===== config.mk =====
export PLATFORM = sky130hd
export DESIGN_NAME = fetch_top
export DESIGN_NICKNAME = d
export VERILOG_FILES = /design/src/fetch_pkg.sv /design/src/fetch_top.sv /design/src/insn_fetch.sv /design/src/itag_gen.sv /design/src/pc_gen.sv
export SDC_FILE = /design/constraint.sdc
export NUM_CORES = 1
export LEC_CHECK = 0
export ABC_CLOCK_PERIOD_IN_PS = 19310
export BUFFER_PORTS_ARGS = -buffer_cell sky130_fd_sc_hd__buf_2
export CORE_ASPECT_RATIO = 0.8
export CORE_MARGIN = 2
export CORE_UTILIZATION = 56
export DETAILED_ROUTE_END_ITERATION = 16
export GPL_ROUTABILITY_DRIVEN = 0
export PLACE_DENSITY = 0.94
export SLEW_MARGIN = 40
export SYNTH_ARGS = -nofsm -noshare
export SYNTH_HDL_FRONTEND = slang
export SYNTH_SLANG_ARGS = --single-unit
export TNS_END_PERCENT = 5

===== constraint.sdc =====
create_clock -name clk -period 19.31 [get_ports clk]
set_clock_uncertainty 0.1 [all_clocks]
set_input_delay 0 -clock clk [delete_from_list [all_inputs] [get_ports clk]]
set_output_delay 0 -clock clk [all_outputs]
set_load 0.05 [all_outputs]

===== src/fetch_pkg.sv =====
//////////////////////////////////////////////////
// Instruction fetch shared definitions
// Word width, NOP encodings and the error tags
// that the address checker hands to the fetch stage
//////////////////////////////////////////////////

`default_nettype none

package fetch_pkg;

	//////////////////////////////////////////////////
	// Word width
	//////////////////////////////////////////////////

	// Instruction and address width
	localparam int unsigned insn_width = 32;

	//////////////////////////////////////////////////
	// NOP encodings
	//////////////////////////////////////////////////

	// Major opcode of l.nop
	localparam logic [5:0] nop_opcode = 6'h05;

	// Slot killed by flush, rfe or closed delay slot
	localparam logic [insn_width-1:0] nop_flush = {nop_opcode, 26'h041_0000};

	// Nothing fetched yet, pipeline sees a bubble
	localparam logic [insn_width-1:0] nop_idle = {nop_opcode, 26'h061_0000};

	//////////////////////////////////////////////////
	// Fetch error tags
	//////////////////////////////////////////////////

	localparam logic [3:0] itag_none = 4'h0;
	// Bus error from the cache side
	localparam logic [3:0] itag_be = 4'hb;
	// Protection fault
	localparam logic [3:0] itag_pe = 4'hc;
	// TLB miss
	localparam logic [3:0] itag_te = 4'hd;

endpackage

`default_nettype wire

===== src/fetch_top.sv =====
//////////////////////////////////////////////////
// Fetch front end top level
// PC generator, address checker and fetch stage
//////////////////////////////////////////////////

`default_nettype none
`timescale 1ns/10ps

module fetch_top #(
	parameter logic [fetch_pkg::insn_width-1:0] reset_pc  = 32'h0000_0100,
	parameter logic [fetch_pkg::insn_width-1:0] prot_base = 32'h0000_2000,
	parameter logic [fetch_pkg::insn_width-1:0] prot_size = 32'h0000_0100,
	parameter logic [fetch_pkg::insn_width-1:0] tlb_limit = 32'h0000_8000
) (
	input  wire                              clk,
	input  wire                              rst_i,
	// Instruction port, cache side
	input  wire [fetch_pkg::insn_width-1:0]  icpu_dat_i,
	input  wire                              icpu_ack_i,
	input  wire                              icpu_err_i,
	output logic [fetch_pkg::insn_width-1:0] icpu_adr_o,
	// Pipeline control
	input  wire                              freeze_i,
	input  wire                              flush_i,
	input  wire [fetch_pkg::insn_width-1:0]  flush_pc_i,
	input  wire                              no_more_dslot_i,
	input  wire                              rfe_i,
	// Towards decode
	output logic [fetch_pkg::insn_width-1:0] insn_o,
	output logic [fetch_pkg::insn_width-1:0] pc_o,
	output logic                             stall_o,
	output logic                             except_itlbmiss_o,
	output logic                             except_immufault_o,
	output logic                             except_ibuserr_o
);

	logic [fetch_pkg::insn_width-1:0] fetch_adr;
	logic                             chk_ack;
	logic                             chk_err;
	logic [3:0]                       chk_tag;
	logic                             genpc_refetch;

	assign icpu_adr_o = fetch_adr;

	pc_gen #(
		.reset_pc   (reset_pc)
	) pc_gen_i (
		.clk        (clk),
		.rst_i      (rst_i),
		.flush_i    (flush_i),
		.flush_pc_i (flush_pc_i),
		.freeze_i   (freeze_i),
		.stall_i    (stall_o),
		.refetch_i  (genpc_refetch),
		.pc_o       (fetch_adr)
	);

	itag_gen #(
		.prot_base (prot_base),
		.prot_size (prot_size),
		.tlb_limit (tlb_limit)
	) itag_gen_i (
		.adr_i     (fetch_adr),
		.ack_i     (icpu_ack_i),
		.err_i     (icpu_err_i),
		.ack_o     (chk_ack),
		.err_o     (chk_err),
		.tag_o     (chk_tag)
	);

	// Save strobe has no consumer without an SPR block
	insn_fetch insn_fetch_i (
		.clk                (clk),
		.rst_i              (rst_i),
		.icpu_dat_i         (icpu_dat_i),
		.icpu_ack_i         (chk_ack),
		.icpu_err_i         (chk_err),
		.icpu_adr_i         (fetch_adr),
		.icpu_tag_i         (chk_tag),
		.if_freeze_i        (freeze_i),
		.if_flushpipe_i     (flush_i),
		.no_more_dslot_i    (no_more_dslot_i),
		.rfe_i              (rfe_i),
		.if_insn_o          (insn_o),
		.if_pc_o            (pc_o),
		.saving_if_insn_o   (),
		.if_stall_o         (stall_o),
		.genpc_refetch_o    (genpc_refetch),
		.except_itlbmiss_o  (except_itlbmiss_o),
		.except_immufault_o (except_immufault_o),
		.except_ibuserr_o   (except_ibuserr_o)
	);

endmodule

`default_nettype wire


===== src/insn_fetch.sv =====
//////////////////////////////////////////////////
// Instruction fetch stage
// Presents word and PC to decode, saves a response
// that lands during freeze, inserts NOPs on flush
// and raises the three fetch exceptions
//////////////////////////////////////////////////

`default_nettype none
`timescale 1ns/10ps

module insn_fetch (
	input  wire                              clk,
	input  wire                              rst_i,
	// Cache side, already checked
	input  wire [fetch_pkg::insn_width-1:0]  icpu_dat_i,
	input  wire                              icpu_ack_i,
	input  wire                              icpu_err_i,
	input  wire [fetch_pkg::insn_width-1:0]  icpu_adr_i,
	input  wire [3:0]                        icpu_tag_i,
	// Pipeline control
	input  wire                              if_freeze_i,
	input  wire                              if_flushpipe_i,
	input  wire                              no_more_dslot_i,
	input  wire                              rfe_i,
	// Towards decode and the PC generator
	output logic [fetch_pkg::insn_width-1:0] if_insn_o,
	output logic [fetch_pkg::insn_width-1:0] if_pc_o,
	output logic                             saving_if_insn_o,
	output logic                             if_stall_o,
	output logic                             genpc_refetch_o,
	output logic                             except_itlbmiss_o,
	output logic                             except_immufault_o,
	output logic                             except_ibuserr_o
);

	logic                             save_insn;
	logic                             saved;
	logic [fetch_pkg::insn_width-1:0] insn_saved;
	logic [fetch_pkg::insn_width-1:0] addr_saved;
	// Bit 0 TLB miss, bit 1 protection, bit 2 bus error
	logic [2:0]                       err_saved;
	logic [2:0]                       err_live;
	logic [fetch_pkg::insn_width-1:0] adr_last;
	logic                             new_adr;
	logic                             if_bypass;
	logic                             if_bypass_reg;
	logic                             kill_slot;
	logic                             kill_exc;

	// Any response while frozen and nothing held yet
	assign save_insn = (icpu_ack_i | icpu_err_i) & if_freeze_i & ~saved;
	assign saving_if_insn_o = ~if_flushpipe_i & save_insn;

	// Decode the tag of the live response
	assign err_live[0] = icpu_err_i & (icpu_tag_i == fetch_pkg::itag_te);
	assign err_live[1] = icpu_err_i & (icpu_tag_i == fetch_pkg::itag_pe);
	assign err_live[2] = icpu_err_i & (icpu_tag_i == fetch_pkg::itag_be);

	//////////////////////////////////////////////////
	// Flush bypass
	//////////////////////////////////////////////////

	// Last address seen, to spot the redirect landing
	always_ff @(posedge clk) begin
		adr_last <= icpu_adr_i;
	end

	assign new_adr = icpu_adr_i != adr_last;

	// NOP out until the fetch address moves
	assign if_bypass = if_flushpipe_i | (if_bypass_reg & ~new_adr);

	always_ff @(posedge clk) begin
		if (rst_i) begin
			if_bypass_reg <= 1'b0;
		end else begin
			if_bypass_reg <= if_bypass;
		end
	end

	//////////////////////////////////////////////////
	// Saved response
	//////////////////////////////////////////////////

	// Flush wins, then save, then drop once unfrozen
	always_ff @(posedge clk) begin
		if (rst_i) begin
			saved <= 1'b0;
		end else if (if_flushpipe_i) begin
			saved <= 1'b0;
		end else if (save_insn) begin
			saved <= 1'b1;
		end else if (!if_freeze_i) begin
			saved <= 1'b0;
		end
	end

	// Word, address and error bits of the held response
	always_ff @(posedge clk) begin
		if (saving_if_insn_o) begin
			// Errored fetch holds a NOP, not garbage data
			insn_saved <= icpu_err_i ? fetch_pkg::nop_flush : icpu_dat_i;
			addr_saved <= {icpu_adr_i[fetch_pkg::insn_width-1:2], 2'b00};
			err_saved  <= err_live;
		end
	end

	//////////////////////////////////////////////////
	// Outputs to decode
	//////////////////////////////////////////////////

	assign kill_slot = no_more_dslot_i | rfe_i | if_bypass;
	assign kill_exc  = no_more_dslot_i | rfe_i;

	// Killed slot, held word, live word, else bubble
	always_comb begin
		if (kill_slot) begin
			if_insn_o = fetch_pkg::nop_flush;
		end else if (saved) begin
			if_insn_o = insn_saved;
		end else if (icpu_ack_i) begin
			if_insn_o = icpu_dat_i;
		end else begin
			if_insn_o = fetch_pkg::nop_idle;
		end
	end

	assign if_pc_o = saved ? addr_saved : {icpu_adr_i[fetch_pkg::insn_width-1:2], 2'b00};

	// Nothing to show this cycle
	assign if_stall_o = ~icpu_err_i & ~icpu_ack_i & ~saved;

	// New ack behind a held word, PC must stay put
	assign genpc_refetch_o = saved & icpu_ack_i;

	// Held error bits take over while a word is saved
	assign except_itlbmiss_o  = kill_exc ? 1'b0 : (saved ? err_saved[0] : err_live[0]);
	assign except_immufault_o = kill_exc ? 1'b0 : (saved ? err_saved[1] : err_live[1]);
	assign except_ibuserr_o   = kill_exc ? 1'b0 : (saved ? err_saved[2] : err_live[2]);

	//////////////////////////////////////////////////
	// Checks
	//////////////////////////////////////////////////

	// Closed delay slot never traps, saved or live
	dslot_no_exc_a: assert property (
		@(posedge clk) disable iff (rst_i)
		no_more_dslot_i |-> !(except_itlbmiss_o || except_immufault_o || except_ibuserr_o)
	) else $error("fetch exception raised with delay slot closed");

	// A save shows up as a held word next cycle
	save_sets_flag_a: assert property (
		@(posedge clk) disable iff (rst_i)
		saving_if_insn_o |=> saved
	) else $error("saved flag missing after save");

	// Flush drops any held word
	flush_clears_a: assert property (
		@(posedge clk) disable iff (rst_i)
		if_flushpipe_i |=> !saved
	) else $error("saved word survived a flush");

endmodule

`default_nettype wire


===== src/itag_gen.sv =====
//////////////////////////////////////////////////
// Fetch address checker
// Range and protection checks in front of the
// cache response, merged with bus err into a tag
//////////////////////////////////////////////////

`default_nettype none
`timescale 1ns/10ps

module itag_gen #(
	parameter logic [fetch_pkg::insn_width-1:0] prot_base = 32'h0000_2000,
	parameter logic [fetch_pkg::insn_width-1:0] prot_size = 32'h0000_0100,
	parameter logic [fetch_pkg::insn_width-1:0] tlb_limit = 32'h0000_8000
) (
	input  wire [fetch_pkg::insn_width-1:0] adr_i,
	// Raw response from the cache side
	input  wire                             ack_i,
	input  wire                             err_i,
	// Checked response towards fetch
	output logic                            ack_o,
	output logic                            err_o,
	output logic [3:0]                      tag_o
);

	// One bit wider so a window at the top of memory
	// does not wrap
	localparam logic [fetch_pkg::insn_width:0] prot_end =
		{1'b0, prot_base} + {1'b0, prot_size};

	logic te_hit;
	logic pe_hit;
	logic chk_fail;

	//////////////////////////////////////////////////
	// Address checks
	//////////////////////////////////////////////////

	// Nothing mapped at or above the limit
	assign te_hit = adr_i >= tlb_limit;

	// Protected window, base inclusive, end exclusive
	assign pe_hit = (adr_i >= prot_base) && ({1'b0, adr_i} < prot_end);

	assign chk_fail = te_hit | pe_hit;

	//////////////////////////////////////////////////
	// Response merge
	//////////////////////////////////////////////////

	// Bus ack passes only if the address checks pass
	assign ack_o = ack_i & ~chk_fail;

	// Failed check turns an ack into an error
	assign err_o = err_i | (ack_i & chk_fail);

	// Tag priority: TLB miss, protection, bus error
	always_comb begin
		tag_o = fetch_pkg::itag_none;
		if (err_o) begin
			if (te_hit) begin
				tag_o = fetch_pkg::itag_te;
			end else if (pe_hit) begin
				tag_o = fetch_pkg::itag_pe;
			end else begin
				tag_o = fetch_pkg::itag_be;
			end
		end
	end

	// Fetch stage treats ack and err as exclusive
	ack_err_excl_a: assert final (!(ack_o && err_o))
		else $error("ack and err both high at %h", adr_i);

endmodule

`default_nettype wire


===== src/pc_gen.sv =====
//////////////////////////////////////////////////
// Program counter generator
// Holds the fetch address, redirects on flush,
// holds on stall, freeze or refetch, else steps 4
//////////////////////////////////////////////////

`default_nettype none
`timescale 1ns/10ps

module pc_gen #(
	parameter logic [fetch_pkg::insn_width-1:0] reset_pc = 32'h0000_0100
) (
	input  wire                                clk,
	input  wire                                rst_i,
	// Redirect from the pipeline
	input  wire                                flush_i,
	input  wire [fetch_pkg::insn_width-1:0]    flush_pc_i,
	// Hold conditions
	input  wire                                freeze_i,
	input  wire                                stall_i,
	input  wire                                refetch_i,
	output logic [fetch_pkg::insn_width-1:0]   pc_o
);

	// Word aligned copy of the redirect target
	logic [fetch_pkg::insn_width-1:0] pc_flush_aligned;
	logic [fetch_pkg::insn_width-1:0] pc_next_seq;
	logic                             pc_hold;

	assign pc_flush_aligned = {flush_pc_i[fetch_pkg::insn_width-1:2], 2'b00};

	// Sequential advance, one word
	assign pc_next_seq = pc_o + 32'd4;

	// No response yet, pipeline frozen, or saved word
	// collides with a fresh ack and must be re-presented
	assign pc_hold = stall_i | freeze_i | refetch_i;

	//////////////////////////////////////////////////
	// PC register
	//////////////////////////////////////////////////

	// Priority is reset, redirect, hold, advance
	always_ff @(posedge clk) begin
		if (rst_i) begin
			pc_o <= reset_pc;
		end else if (flush_i) begin
			pc_o <= pc_flush_aligned;
		end else if (!pc_hold) begin
			pc_o <= pc_next_seq;
		end
	end

	//////////////////////////////////////////////////
	// Checks
	//////////////////////////////////////////////////

	// Cache side only takes whole words
	pc_aligned_a: assert property (
		@(posedge clk) disable iff (rst_i)
		pc_o[1:0] == 2'b00
	) else $error("fetch PC %h not word aligned", pc_o);

endmodule

`default_nettype wire


# Word level (Yosys, flattened, before mapping)
# Cells that the tools add are included.
op_classes:
  n_reduce_logical: 2
  n_lt_le_gt_ge: 3
  n_bitwise: 26
  addsub: 1
  n_mux: 17
  eq_ne: 6
op_table:
  columns: ["cell", "n"]
  rows:
  - ["32-bit 2-to-1 mux", 6]
  - ["32-bit by 3-bit adder with 32-bit output (second input constant)", 1]
  - ["32-bit by 14-bit greater-or-equal comparator with 1-bit output (second input constant)", 1]
  - ["32-bit by 16-bit greater-or-equal comparator with 1-bit output (second input constant)", 1]
  - ["32-bit by 14-bit less-than comparator with 1-bit output (second input constant)", 1]
  - ["32-bit != test", 1]
  - ["1-bit AND", 12]
  - ["4-bit == test (second input constant)", 3]
  - ["1-bit 2-to-1 mux", 8]
  - ["4-bit 2-to-1 mux", 2]
  - ["1-bit OR", 8]
  - ["1-bit inverter", 6]
  - ["3-bit 2-to-1 mux", 1]
  - ["2-bit by 1-bit != test with 1-bit output (second input constant)", 1]
  - ["2-bit != test (second input constant)", 1]
  - ["2-bit OR reduction", 1]
  - ["1-bit logical AND", 1]
totals:
  reg_bits: 131
  output_inout_bits: 100

# Longest topological paths before layout
depth:
  depth_word: 12
  depth_mapped: 8

# By module
# A second synthesis with hierarchy kept.
unflattened:
  hier_cells: 560
  hier_area_um2: 6002.0
modules_own_cells:
  columns: ["mod", "cells_each", "seq_area_each_um2", "n_inst", "area_each_um2"]
  rows:
  - ["insn_fetch", 325, 2632.5, 1, 4152.7]
  - ["pc_gen", 215, 600.6, 1, 1720.4]
  - ["itag_gen", 20, 0.0, 1, 128.9]

# Worst setup path after synthesis
# OpenSTA, ideal clock, no wires.
synth_timing:
  path_type: "reg2reg"
  startpoint: "register insn_fetch_i.saved"
  endpoint: "register insn_fetch_i.addr_saved[10] (netlist bit), enable pin"
  synth_period_minus_slack_ns: 8.429
  setup_time_ns: 0.671
  n_path_buf: 3
  setup_slack_ns: 10.881
  t_arrival_ns: 7.658
  path_stages_with_launch: 5
  path_cell_list: "dfxtp_1 -> buf_4 -> clkbuf_1 -> clkbuf_1 -> nor4b_1"
synth_between:
  elab_chain_len: 3
synth_lines:
  columns: ["element", "line_no", "rtl"]
  rows:
  - ["start: declaration", "insn_fetch.sv:37", "logic saved;"]
  - ["start signal: assignment", "insn_fetch.sv:88", "saved <= 1'b0;"]
  - ["start signal: assignment", "insn_fetch.sv:90", "saved <= 1'b0;"]
  - ["start signal: assignment", "insn_fetch.sv:92", "saved <= 1'b1;"]
  - ["1-bit inverter", "insn_fetch.sv:51", "assign save_insn = (icpu_ack_i | icpu_err_i) & if_freeze_i & ~saved;"]
  - ["1-bit AND", "insn_fetch.sv:51", null]
  - ["1-bit AND", "insn_fetch.sv:52", "assign saving_if_insn_o = ~if_flushpipe_i & save_insn;"]
  - ["via insn_fetch_i.saving_if_insn_o", "insn_fetch.sv:28", "output logic saving_if_insn_o,"]
  - ["end signal: assignment", "insn_fetch.sv:103", "addr_saved <= {icpu_adr_i[fetch_pkg::insn_width-1:2], 2'b00};"]
  - ["end: declaration", "insn_fetch.sv:39", "logic [fetch_pkg::insn_width-1:0] addr_saved;"]
# The timed path passes the listed nets, and every way through them passes these cells.
# A chain may end at the register's enable or synchronous reset.

# Worst setup path in the final report
layout_timing:
  startpoint: "register insn_fetch_i.saved"
  endpoint: "register pc_gen_i.pc_o[9] (netlist bit)"
layout_between:
  elab_chain_len: 5
  word_cells_on_any_way: 6
layout_lines:
  columns: ["element", "line_no", "rtl"]
  rows:
  - ["1-bit inverter", "insn_fetch.sv:131", "assign if_stall_o = ~icpu_err_i & ~icpu_ack_i & ~saved;"]
  - ["1-bit AND", "insn_fetch.sv:131", null]
  - ["1-bit OR", "pc_gen.sv:37", "assign pc_hold = stall_i | freeze_i | refetch_i;"]
  - ["1-bit OR *", "pc_gen.sv:37", null]
  - ["2-bit != test (no source line) *", null, null]
  - ["end signal: assignment", "pc_gen.sv:46", "pc_o <= reset_pc;"]
  - ["end signal: assignment", "pc_gen.sv:48", "pc_o <= pc_flush_aligned;"]
  - ["end signal: assignment", "pc_gen.sv:50", "pc_o <= pc_next_seq;"]
  - ["end: declaration", "pc_gen.sv:22", "output logic [fetch_pkg::insn_width-1:0] pc_o"]
# Mark *: on every way between the ends. The rest lies on a longest branch, timed or not.

==> metrics <==
unrepaired setup endpoints after global routing=no; post-DP HPWL=10700 µm; initial antenna violation count=0; I/O pin count=172; final wirelength=20900 µm; multi-input combinational cell area=2570 µm²; CTS-repair resized insts=0; Chip Height=96.8 µm; hold path endpoint=pc_gen_i.pc_o[14]$_SDFFE_PP0P_; R2R setup slack=15650 ps; H-tree depth=4; period utilization=18.9%; worst slack at placement=16160 ps; crit path time final=3660 ps; via count=5967; Critical Path Max Stage Delay=640 ps; Post-Layout Inst Area=8160 µm²; # rows=33; die width=120 µm; CP startpoint=insn_fetch_i.saved$_SDFFE_PP0P_; hold path startpoint=rst_i; mapped cell area=6030 µm²; largest reg by FF count=insn_fetch_i.insn_saved; number of global-route vias before repair=5967; Global Route Usage Sum=35.9%; Slew @ Worst Pin=731 ps; CTS tree=built; syn avg cell area=10.8 µm²; MaxCap Viol Count=0; starting density of the core=58.2%; post-synth cell types=52; Sink Count=127; register bit count reported by yosys=127; aggregate global routing overflow=0; Pleak=0.00321 µW; peak supply drop=79.4 µV; register area=3190 µm²; Via-to-Cell Ratio=6.40; critical-path cell list=buf_4 > nor3_2 > or2_2 > or3_1 > o31a_1 > a221oi_1 > dlygate4sd3_1; Worst EP required=19560 ps; reg2reg path depth=7; worst path arrival time=3910 ps; Port-buffer cells=165; type of origin of the critical path=flop; Worst-path clk slew=70 ps; setup ws final=15650 ps; Slew HR=51.3%; post-synthesis async set-or-reset flop share=0%; crit path capture type=flop; Min-Delay Path Class=input port to flop; antenna viol nets, final=0; Max Root-Sink Buffers=2; slowest CP cell=dfxtp_2; max reg flops=32; clock latency on the worst-skew pair=420 ps; status=complete, no violations; maximum clock rate=0.273 GHz; leading register cell type out of synthesis=edfxtp_1; Core Box Area=10400 µm²; final setup vio count=0; RR Startpoint=insn_fetch_i.saved$_SDFFE_PP0P_; fin nets=854; pwr/cell area=91.6 nW/µm²; Synth area leaders=edfxtp_1, dfxtp_1, mux2_2; yosys warns=0; setup TNS=0 ps; Final Hold Viols=0; Max Slew Vio Count=0; sequential area share after synthesis=53.0%; Setup Crit Path Kind=flop to flop; CP delay by family, top=buffers and inverters; crit-path max FO=52; drt pass-1 iters=8; ant diodes=0; DRC=0; synthesis-to-layout area growth=35.5%; first-pass GRT wire length=32300 µm; die area=11600 µm²; WP buf/inv=2; largest area contributor in the netlist=edfxtp_1; Synth top area share=32.4%; TritonCTS buffer count=17; hold path depth=2; dpl cell area=6860 µm²; CTS root buffer=clkbuf_16; Post-Syn Instances=558; # fillers=562; Post-synth EDFFs=65; largest net degree at the start of global routing=53; drt wl/cell=22.4 µm; layout cell share with drive strength beyond 1=31.4%; DRT iter0 DRCs=874; Crit Reg-Reg Endpoint=pc_gen_i.pc_o[9]$_SDFFE_PP0P_
synth_stat cells (2+ instances only):
cell type,instances
nand2_1,20
and2_1,30
nor3_4,2
o31a_1,3
or3_1,9
and3_1,5
buf_6,4
ha_1,2
a311oi_1,7
or4_1,3
or2b_1,2
buf_4,6
a31oi_1,3
a211oi_1,13
buf_2,7
a221oi_1,3
a2111oi_2,2
and4_1,6
a22oi_1,27
or2_2,2
mux2_2,26
nor4b_1,2
o22ai_1,6
nor4b_2,3
or4_4,2
nand4_1,24
nand2b_1,8
edfxtp_1,65
dfxtp_1,62
nor4_1,5
nor3_1,4
clkbuf_1,28
a21oi_1,5
nand3_1,14
o21ai_0,15
xnor2_1,32
nor2_1,68
inv_1,9
xor2_1,11
stage by stage:
| stage | cells | hold WS [ps] | utilization, % | total power, µW |
|---|---|---|---|---|
| after floorplan | 561 | -31.1 | - | 392 |
| after global placement | 828 | 169 | 66.2 | 416 |
| after detailed placement | 828 | 174 | 66.2 | 420 |
| after CTS | 933 | 5.50 | 78.7 | 738 |
| after global routing | 933 | 74.6 | 78.8 | 763 |
| final | 933 | 74.5 | 78.8 | 748 |
logic make-up (layout without fill, tap and decap cells):
group	Yosys count	in the layout	synth area share, %
buffers and inverters	55	287	4.71
AOI/OAI and AO/OA	91	91	11.1
xor gates and xnor gates	43	43	6.25
muxes	26	26	4.86
other	1	4	0.0622
adders and majority gates	2	2	0.415
and+or+nand+nor	213	213	19.6
DFF	127	127	53.0
cells in the final DEF (no fill, tap or decap), drive strengths merged, types with 9 or more instances in the layout:
master and instances:
edfxtp 65, xnor2 32, nand4 24, and2 30, a22oi 27, nor2 68
dfxtp 62, nand2 20, clkinv 9, dlygate4sd3 73, xor2 11, or3 9
clkbuf 17, mux2 26, nand3 14, buf 173, a211oi 13, o21ai 15
inv 9
layout make-up:
class / count / share of cell area, %
clock inverters: 15 / 1.81
inverters: 9 / 0.414
multi-input cells: 379 / 31.5
well taps: 140 / 2.15
flip-flops and latches: 127 / 39.1
repair buffers: 246 / 19.8
clock buffers: 17 / 5.21
routing by layer:
metal	GRT usage [%]	wire, µm	vias to the layer above
li1	-	-	2485
met1	45.7	7450	2722
met2	56.8	9730	592
met3	8.31	2400	168
met4	19.7	1290	0
met5	0	0	-
worst reg2reg max path: stages (launching register included):
cell	delay [ps]
dfxtp_2	640
buf_4	630
nor3_2	220
or2_2	350
or3_1	480
o31a_1	320
a221oi_1	250
dlygate4sd3_1	610
report_power, final:
part	internal (µW)	total [µW]	leakage [µW]	switching [µW]
Sequential	299	317	0.00115	18.8
Clock	189	313	0.000270	125
Combinational	41.6	117	0.00179	75.9
Total	529	748	0.00321	219
worst max path at each step:
stage	to	slack [ps]	depth (start not counted)
CTS	pc_gen_i.pc_o[9]$_SDFFE_PP0P_	15770	7
global placement	pc_gen_i.pc_o[13]$_SDFFE_PP0P_	16280	6
global route	pc_gen_i.pc_o[9]$_SDFFE_PP0P_	15540	7
detailed placement	pc_gen_i.pc_o[13]$_SDFFE_PP0P_	16160	6
floorplan	insn_fetch_i.addr_saved[10]$_DFFE_PP_	10880	4
finish	pc_gen_i.pc_o[9]$_SDFFE_PP0P_	15650	7
timing repair:
| action | in CTS | in global routing |
|---|---|---|
| setup buffers | 0 | 0 |
| hold buffers | 73 | 0 |
| hold endpoints to repair | 67 | 0 |
Note: power is estimated with default switching activity, not from simulation.
